[src/verilog/st7735_pkg.sv]
package st7735_pkg;

    // one item for the serial writer, 8-bit items sit in the low byte
    typedef struct packed {
        logic [15:0] data;
        logic        dc;
        logic        wide;
        logic        last;
    } lcd_item_t;

    // one row of the power-up table
    // dc low marks a command byte
    typedef struct packed {
        logic       dc;
        logic [7:0] value;
    } init_entry_t;

    // sequencer phases, the delay phase serves both waits
    typedef enum logic [1:0] {
        PH_RESET_LOW,
        PH_DELAY,
        PH_INIT,
        PH_WINDOW
    } seq_phase_t;

    // default panel size in pixels
    localparam logic [15:0] DEF_WIDTH  = 16'd160;
    localparam logic [15:0] DEF_HEIGHT = 16'd120;

    // default waits in LCD_CLK cycles
    // about 10 ms reset low and 120 ms delay at 12 MHz
    localparam int DEF_RESET_CYCLES = 120_000;
    localparam int DEF_DELAY_CYCLES = 1_440_000;

    localparam int WAIT_CNT_W = 24;

    // window commands
    localparam logic [7:0] CMD_CASET = 8'h2A;
    localparam logic [7:0] CMD_RASET = 8'h2B;
    localparam logic [7:0] CMD_RAMWR = 8'h2C;

    // caset group, raset group, ramwr
    localparam int WIN_LEN = 11;
    localparam int WIN_IDX_W = 4;
    localparam logic [WIN_IDX_W-1:0] WIN_LAST = WIN_IDX_W'(WIN_LEN - 1);

    // shortened power-up table
    localparam int INIT_LEN = 11;
    localparam int INIT_IDX_W = $clog2(INIT_LEN);
    localparam logic [INIT_IDX_W-1:0] INIT_LAST = INIT_IDX_W'(INIT_LEN - 1);

    // the panel needs time after sleep-out before the next command
    localparam logic [INIT_IDX_W-1:0] SLEEP_OUT_IDX = '0;

    localparam init_entry_t INIT_TABLE [INIT_LEN] = '{
        // sleep out
        '{1'b0, 8'h11},
        // frame rate control, normal mode
        '{1'b0, 8'hB1},
        '{1'b1, 8'h01},
        '{1'b1, 8'h2C},
        '{1'b1, 8'h2D},
        // 16 bit per pixel
        '{1'b0, 8'h3A},
        '{1'b1, 8'h05},
        // memory access control, orientation
        '{1'b0, 8'h36},
        '{1'b1, 8'hC0},
        // inversion on
        '{1'b0, 8'h21},
        // display on
        '{1'b0, 8'h29}
    };

endpackage

[src/verilog/lcd_cmd_sequencer.sv]
`timescale 1ns/1ps

module lcd_cmd_sequencer #(
    parameter int width        = st7735_pkg::DEF_WIDTH,
    parameter int height       = st7735_pkg::DEF_HEIGHT,
    parameter int reset_cycles = st7735_pkg::DEF_RESET_CYCLES,
    parameter int delay_cycles = st7735_pkg::DEF_DELAY_CYCLES
) (
    input  logic                  LCD_CLK,
    input  logic                  reset,
    output logic                  lcd_reset,
    output st7735_pkg::lcd_item_t cmd_item,
    output logic                  cmd_valid,
    input  logic                  cmd_ready
);

    st7735_pkg::seq_phase_t                 phase;
    logic [st7735_pkg::WAIT_CNT_W-1:0]      wait_cnt;
    logic [st7735_pkg::WAIT_CNT_W-1:0]      reset_end;
    logic [st7735_pkg::WAIT_CNT_W-1:0]      delay_end;
    logic [st7735_pkg::INIT_IDX_W-1:0]      init_idx;
    logic [st7735_pkg::WIN_IDX_W-1:0]       win_idx;
    logic [15:0]                            col_end;
    logic [15:0]                            row_end;
    logic [7:0]                             win_byte;
    logic                                   win_dc;
    logic                                   xfer;
    st7735_pkg::init_entry_t                init_row;

    assign reset_end = reset_cycles[st7735_pkg::WAIT_CNT_W-1:0];
    assign delay_end = delay_cycles[st7735_pkg::WAIT_CNT_W-1:0];
    assign col_end   = 16'(width - 1);
    assign row_end   = 16'(height - 1);

    assign cmd_valid = (phase == st7735_pkg::PH_INIT) || (phase == st7735_pkg::PH_WINDOW);
    assign xfer      = cmd_valid & cmd_ready;
    assign init_row  = st7735_pkg::INIT_TABLE[init_idx];

    // window group, start addresses are always zero
    always_comb begin
        win_byte = 8'h00;
        win_dc   = 1'b1;
        case (win_idx)
            4'd0: begin
                win_byte = st7735_pkg::CMD_CASET;
                win_dc   = 1'b0;
            end
            4'd3: win_byte = col_end[15:8];
            4'd4: win_byte = col_end[7:0];
            4'd5: begin
                win_byte = st7735_pkg::CMD_RASET;
                win_dc   = 1'b0;
            end
            4'd8: win_byte = row_end[15:8];
            4'd9: win_byte = row_end[7:0];
            4'd10: begin
                win_byte = st7735_pkg::CMD_RAMWR;
                win_dc   = 1'b0;
            end
            default: ;
        endcase
    end

    always_comb begin
        cmd_item = '0;
        if (phase == st7735_pkg::PH_WINDOW) begin
            cmd_item.data = {8'h00, win_byte};
            cmd_item.dc   = win_dc;
            // ramwr hands the writer over to the pixel stream
            cmd_item.last = (win_idx == st7735_pkg::WIN_LAST);
        end else begin
            cmd_item.data = {8'h00, init_row.value};
            cmd_item.dc   = init_row.dc;
        end
    end

    always_ff @(posedge LCD_CLK) begin
        if (reset) begin
            phase     <= st7735_pkg::PH_RESET_LOW;
            lcd_reset <= 1'b1;
            wait_cnt  <= '0;
            init_idx  <= '0;
            win_idx   <= '0;
        end else begin
            case (phase)
                st7735_pkg::PH_RESET_LOW: begin
                    if (wait_cnt == reset_end) begin
                        lcd_reset <= 1'b1;
                        wait_cnt  <= 1;
                        phase     <= st7735_pkg::PH_DELAY;
                    end else begin
                        lcd_reset <= 1'b0;
                        wait_cnt  <= wait_cnt + 1'b1;
                    end
                end
                st7735_pkg::PH_DELAY: begin
                    // first wait or the one after sleep-out
                    if (wait_cnt == delay_end) begin
                        wait_cnt <= '0;
                        phase    <= st7735_pkg::PH_INIT;
                    end else begin
                        wait_cnt <= wait_cnt + 1'b1;
                    end
                end
                st7735_pkg::PH_INIT: begin
                    if (xfer) begin
                        if (init_idx == st7735_pkg::INIT_LAST) begin
                            win_idx <= '0;
                            phase   <= st7735_pkg::PH_WINDOW;
                        end else begin
                            init_idx <= init_idx + 1'b1;
                        end
                        if (init_idx == st7735_pkg::SLEEP_OUT_IDX) begin
                            wait_cnt <= 1;
                            phase    <= st7735_pkg::PH_DELAY;
                        end
                    end
                end
                default: begin
                    // window group repeats once the frame is done
                    if (xfer) begin
                        if (win_idx == st7735_pkg::WIN_LAST) begin
                            win_idx <= '0;
                        end else begin
                            win_idx <= win_idx + 1'b1;
                        end
                    end
                end
            endcase
        end
    end

    // panel reset pin only pulled low during the reset phase
    reset_pin_phase: assert property (@(posedge LCD_CLK) disable iff (reset)
        !lcd_reset |-> (phase == st7735_pkg::PH_RESET_LOW));

endmodule

[src/verilog/lcd_pixel_source.sv]
`timescale 1ns/1ps

module lcd_pixel_source #(
    parameter int width  = st7735_pkg::DEF_WIDTH,
    parameter int height = st7735_pkg::DEF_HEIGHT
) (
    input  logic                  LCD_CLK,
    input  logic                  reset,
    input  logic [15:0]           fill_color,
    input  logic                  pix_ready,
    input  logic                  pix_mode,
    output st7735_pkg::lcd_item_t pix_item,
    output logic                  pix_valid
);

    logic [15:0] color_q;
    logic [15:0] col;
    logic [15:0] row;
    logic [15:0] col_end;
    logic [15:0] row_end;
    logic        mode_d;
    logic        at_last;
    logic        xfer;

    assign col_end = 16'(width - 1);
    assign row_end = 16'(height - 1);
    assign at_last = (col == col_end) && (row == row_end);

    // colour is latched on the mode edge, valid follows a cycle later
    assign pix_valid = pix_mode & mode_d;
    assign xfer      = pix_valid & pix_ready;
    assign pix_item  = '{data: color_q, dc: 1'b1, wide: 1'b1, last: at_last};

    always_ff @(posedge LCD_CLK) begin
        if (pix_mode && !mode_d) begin
            color_q <= fill_color;
        end
    end

    always_ff @(posedge LCD_CLK) begin
        if (reset) begin
            mode_d <= 1'b0;
            col    <= '0;
            row    <= '0;
        end else begin
            mode_d <= pix_mode;
            if (xfer) begin
                if (at_last) begin
                    col <= '0;
                    row <= '0;
                end else if (col == col_end) begin
                    col <= '0;
                    row <= row + 1'b1;
                end else begin
                    col <= col + 1'b1;
                end
            end
        end
    end

    // writer must leave pixel mode after the final pixel
    no_pixel_past_frame: assert property (@(posedge LCD_CLK) disable iff (reset)
        (xfer && at_last) |=> !pix_valid);

endmodule

[src/verilog/lcd_spi_writer.sv]
`timescale 1ns/1ps

module lcd_spi_writer (
    input  logic                  LCD_CLK,
    input  logic                  reset,
    input  st7735_pkg::lcd_item_t cmd_item,
    input  logic                  cmd_valid,
    output logic                  cmd_ready,
    input  st7735_pkg::lcd_item_t pix_item,
    input  logic                  pix_valid,
    output logic                  pix_ready,
    output logic                  pix_mode,
    output logic                  sck,
    output logic                  mosi,
    output logic                  dc,
    output logic                  cs
);

    st7735_pkg::lcd_item_t sel_item;
    logic                  sel_valid;
    logic                  ready_q;
    logic                  load;
    logic                  busy;
    logic [15:0]           shifter;
    logic [4:0]            bits_left;

    // pixel mode listens to the pixel stream only
    assign sel_item  = pix_mode ? pix_item : cmd_item;
    assign sel_valid = pix_mode ? pix_valid : cmd_valid;
    assign cmd_ready = ready_q & ~pix_mode;
    assign pix_ready = ready_q & pix_mode;
    assign load      = ready_q & sel_valid;

    // byte items are moved up to the top for msb first
    always_ff @(posedge LCD_CLK) begin
        if (load) begin
            shifter <= sel_item.wide ? sel_item.data : {sel_item.data[7:0], 8'h00};
        end else if (busy && sck) begin
            shifter <= {shifter[14:0], 1'b0};
        end
    end

    always_ff @(posedge LCD_CLK) begin
        if (reset) begin
            pix_mode  <= 1'b0;
            busy      <= 1'b0;
            ready_q   <= 1'b0;
            bits_left <= '0;
            sck       <= 1'b0;
            mosi      <= 1'b0;
            dc        <= 1'b0;
            cs        <= 1'b1;
        end else if (load) begin
            busy      <= 1'b1;
            ready_q   <= 1'b0;
            bits_left <= sel_item.wide ? 5'd16 : 5'd8;
            sck       <= 1'b0;
            mosi      <= sel_item.wide ? sel_item.data[15] : sel_item.data[7];
            dc        <= sel_item.dc;
            cs        <= 1'b0;
            // ramwr enters pixel mode and the final pixel leaves it
            if (sel_item.last) begin
                pix_mode <= ~pix_mode;
            end
        end else if (busy) begin
            if (!sck) begin
                sck <= 1'b1;
                // ready during the last high phase keeps items back to back
                ready_q <= (bits_left == 5'd1);
            end else if (bits_left == 5'd1) begin
                // release the bus when nothing is waiting
                busy      <= 1'b0;
                bits_left <= '0;
                sck       <= 1'b0;
                cs        <= 1'b1;
            end else begin
                sck       <= 1'b0;
                bits_left <= bits_left - 1'b1;
                mosi      <= shifter[14];
            end
        end else begin
            ready_q <= 1'b1;
        end
    end

    sck_quiet_when_deselected: assert property (@(posedge LCD_CLK) disable iff (reset)
        cs |-> !sck);

    // no new item may start before the last bit of the current one
    dc_stable_in_item: assert property (@(posedge LCD_CLK) disable iff (reset)
        (!cs && bits_left != 5'd1) |=> $stable(dc));

endmodule

[src/verilog/st7735_ctrl.sv]
`timescale 1ns/1ps

module st7735_ctrl #(
    parameter int width        = st7735_pkg::DEF_WIDTH,
    parameter int height       = st7735_pkg::DEF_HEIGHT,
    parameter int reset_cycles = st7735_pkg::DEF_RESET_CYCLES,
    parameter int delay_cycles = st7735_pkg::DEF_DELAY_CYCLES
) (
    input  logic        LCD_CLK,
    input  logic        reset,
    input  logic [15:0] fill_color,
    output logic        lcd_reset,
    output logic        sck,
    output logic        mosi,
    output logic        dc,
    output logic        cs
);

    st7735_pkg::lcd_item_t cmd_item;
    logic                  cmd_valid;
    logic                  cmd_ready;
    st7735_pkg::lcd_item_t pix_item;
    logic                  pix_valid;
    logic                  pix_ready;
    logic                  pix_mode;

    // reset pulse, init table and window commands
    lcd_cmd_sequencer #(
        .width        (width),
        .height       (height),
        .reset_cycles (reset_cycles),
        .delay_cycles (delay_cycles)
    ) u_seq (
        .LCD_CLK   (LCD_CLK),
        .reset     (reset),
        .lcd_reset (lcd_reset),
        .cmd_item  (cmd_item),
        .cmd_valid (cmd_valid),
        .cmd_ready (cmd_ready)
    );

    // solid colour frame
    lcd_pixel_source #(
        .width  (width),
        .height (height)
    ) u_pix (
        .LCD_CLK    (LCD_CLK),
        .reset      (reset),
        .fill_color (fill_color),
        .pix_ready  (pix_ready),
        .pix_mode   (pix_mode),
        .pix_item   (pix_item),
        .pix_valid  (pix_valid)
    );

    lcd_spi_writer u_spi (
        .LCD_CLK   (LCD_CLK),
        .reset     (reset),
        .cmd_item  (cmd_item),
        .cmd_valid (cmd_valid),
        .cmd_ready (cmd_ready),
        .pix_item  (pix_item),
        .pix_valid (pix_valid),
        .pix_ready (pix_ready),
        .pix_mode  (pix_mode),
        .sck       (sck),
        .mosi      (mosi),
        .dc        (dc),
        .cs        (cs)
    );

endmodule

[config.mk]
export PLATFORM = sky130hd
export DESIGN_NAME = st7735_ctrl
export DESIGN_NICKNAME = d
export VERILOG_FILES = /design/src/verilog/st7735_pkg.sv /design/src/verilog/lcd_cmd_sequencer.sv /design/src/verilog/lcd_pixel_source.sv /design/src/verilog/lcd_spi_writer.sv /design/src/verilog/st7735_ctrl.sv
export SDC_FILE = /design/constraint.sdc
export NUM_CORES = 1
export LEC_CHECK = 0
export ABC_AREA = 0
export BUFFER_PORTS_ARGS = -buffer_cell sky130_fd_sc_hd__buf_2
export CORE_ASPECT_RATIO = 1.25
export CORE_MARGIN = 5
export CORE_UTILIZATION = 45
export DETAILED_ROUTE_END_ITERATION = 8
export PLACE_DENSITY = 0.64
export SETUP_SLACK_MARGIN = 0.2
export SYNTH_ARGS = -nofsm -noshare
export SYNTH_HDL_FRONTEND = slang
export SYNTH_SLANG_ARGS = --single-unit
[constraint.sdc]
create_clock -name LCD_CLK -period 3.4 [get_ports LCD_CLK]
set_clock_uncertainty 0.15 [all_clocks]
set_input_delay 0.68 -clock LCD_CLK [delete_from_list [all_inputs] [get_ports LCD_CLK]]
set_output_delay 0.68 -clock LCD_CLK [all_outputs]
set_load 0.02 [all_outputs]
==> flow_summary_export.csv <==
group,metric,value,unit
routing,drt_first_iter_violations,282,
die,die_w,109,µm
yosys,syn_nets,646,
global_routing,overflow,0,
finish,syn_to_final_growth,10.1,%
routing,drc_errors,0,
power,leakagePower,2.14,nW
yosys,synth_largest_area_cell,"dfxtp_1",
sta,setup_viol,0,
yosys,synth.ff_latch_count,111,
clock_tree,cts_buffers,9,
clock_tree,cts_tree,"yes",
placement,place_congestion,0.835,
worst_setup_path,path_max_fanout,17,
routing,wl_per_cell,14.6,µm
yosys,async_flop_share,0,
global_routing,grt_pass1_vias,4159,
run,maxCapViolCount,0,
clock_tree,cts_sinks,111,
die,dieHeight,134,µm
die,dieArea,0.0147,mm²
finish,final_core_util,0.505,
yosys,yosysSeqAreaShare,0.456,
sta,worst_slack,766,ps
clock_tree,hold_buffers,0,
finish,finalNetCount,659,
yosys,syn_inst,610,
global_routing,grt_pass1_wl,19600,µm
die,start_util,0.459,
sta,rsz0062_at_grt,"false",
hold_path,hold_class,"register to register",
die,num_rows,45,
routing,vias_per_cell,5.57,
routing,vias,4409,
routing,ant_nets,0,
yosys,avgSynthCellArea,9.10,µm²
placement,io_buffers,22,
die,core-area,0.0121,mm²
worst_setup_path,path_class,"register to register",
clock_tree,h-tree-depth,3,
sta,period_needed,2630,ps
clock_tree,post_cts_buffers,0,
clock_tree,path_clk_slew,80,ps
clock_tree,post_cts_resized,0,
worst_setup_path,arrival,2770,ps
yosys,yosys_most_used_dff,"dfxtp_1",
finish,diodes,0,
routing,totalWireLength,11600,µm
worst_setup_path,required,3540,ps
die,ios,23,
sta,drv_slew,0,
yosys,synthTopCellsByArea,"dfxtp_1 (29%), edfxtp_1 (17%), nor2_1 (5.1%)",
power,max-vdd-ir-drop,0.280,mV
status,outcome,"finished clean",
clock_tree,cts-root-buf,"clkbuf_16",
global_routing,grt_max_degree,24,
worst_setup_path,startpoint_type,"register",
clock_tree,clock_insertion_delay_worst_skew,350,ps
yosys,ys_types,58,
routing,dr.pass1.iters,4,
sta,finalHoldViolations,0,
finish,final_cell_mix,"dfxtp_1 (80), nor2_1 (76), a21oi_1 (39)",
sta,worstMarginPinSlew,803,ps
power,cellPowerDensity,424,mW/mm²
global_routing,antenna_found_initial,0,
global_routing,track_usage,0.164,
placement,dp_slack,837,ps
sta,hold_ws,341,ps
finish,drive_above_1_share,0.0924,
yosys,synth-warning-count,0,
sta,fin_crit_sh,0.775,
yosys,synth_edf_count,31,
clock_tree,clock_path_buffers,2,
yosys,synth_top_area_share,0.288,
sta,slew_headroom,0.464,
placement,dpl.hpwl,8070,µm
finish,final_common_cell,"dfxtp_1",
sta,tns,0,ps
sta,fmax,0.380,GHz
yosys,synth_area,0.00555,mm²
worst_setup_path,end_kind,"register",
## cell type report
cell class / instances / area [µm²]
Tap cell: 164 / 205
Fill cell: 1148 / 5990
Timing Repair Buffer: 33 / 193
Clock buffer: 9 / 225
Multi-Input combinational cell: 445 / 2790
Inverter: 23 / 86.3
Sequential cell: 111 / 2530
Clock inverter: 7 / 77.6
## per-layer routing
| metal | part of all wire | up-vias | track usage |
|---|---|---|---|
| met5 | 0 | - | 0 |
| met4 | 0.014 | 0 | 0.0541 |
| met3 | 0.031 | 11 | 0.0356 |
| met2 | 0.49 | 61 | 0.263 |
| met1 | 0.47 | 2102 | 0.219 |
| li1 | - | 2235 | - |
## synthesized netlist by cell type (all sizes together), types with 6 or more instances
| master | number |
|---|---|
| and3 | 11 |
| xnor2 | 17 |
| a211oi | 9 |
| nor3 | 19 |
| nand2 | 34 |
| a22o | 8 |
| clkbuf | 24 |
| nor2 | 76 |
| nor2b | 7 |
| xor2 | 24 |
| a22oi | 7 |
| a21oi | 39 |
| nand3 | 26 |
| o21ai | 24 |
| buf | 7 |
| nand4 | 24 |
| nor4 | 10 |
| inv | 23 |
| or3 | 16 |
| and2 | 6 |
| ha | 18 |
| dfxtp | 80 |
| edfxtp | 31 |
| o31ai | 6 |
## registers in the layout, summed over array words and instances, names as in the netlist, 2 cells and up
name,count
u_pix.col,16
u_pix.color_q,16
u_pix.row,16
u_seq.init_idx,4
u_seq.phase,2
u_seq.wait_cnt,24
u_seq.win_idx,4
u_spi.bits_left,5
u_spi.shifter,15
## critical path: stages (launching register included)
cell and delay (ps):
dfxtp_1 350, ha_1 410, nand4b_1 270, a21oi_1 500, nand4_1 330, or3_1 400
a21oi_1 150
## cells by family (layout without fill, tap and decap cells)
family / count (synthesis) / count (layout) / share of synthesized area
XOR/XNOR: 41 / 41 / 0.0647
adder cells (fa/ha/maj): 18 / 18 / 0.0406
AND/OR/NAND/NOR: 261 / 261 / 0.248
AO/OA/AOI/OAI: 118 / 118 / 0.136
flip-flops: 111 / 111 / 0.456
multiplexers: 7 / 7 / 0.0133
buffers and inverters: 54 / 72 / 0.0408
## power breakdown
part / switching (mW) / internal [mW]
registers: 0.0144 / 1.37
logic: 0.0770 / 0.0494
clock network: 0.501 / 0.580
## per-stage QoR
stage	power (mW)	std cells	cell area, µm²
after floorplan	1.50	610	5550
after global placement	1.54	776	5810
after detailed placement	1.54	776	5810
after CTS	2.62	792	6110
after global routing	2.69	792	6110
final	2.59	792	6110
## worst paths after layout
check             cells past startpoint  slack, ps                               to                         from
setup / recovery                      6        770  u_seq.wait_cnt[20]$_SDFFE_PP0P_  u_seq.phase[0]$_SDFFE_PP0P_
hold / removal                        2        340        u_pix.col[1]$_SDFFE_PP0P_    u_pix.col[1]$_SDFFE_PP0P_
setup reg to reg                      6        770  u_seq.wait_cnt[20]$_SDFFE_PP0P_  u_seq.phase[0]$_SDFFE_PP0P_
hold reg to reg                       2        340        u_pix.col[1]$_SDFFE_PP0P_    u_pix.col[1]$_SDFFE_PP0P_
No activity file was read; power rests on OpenSTA's default activity.
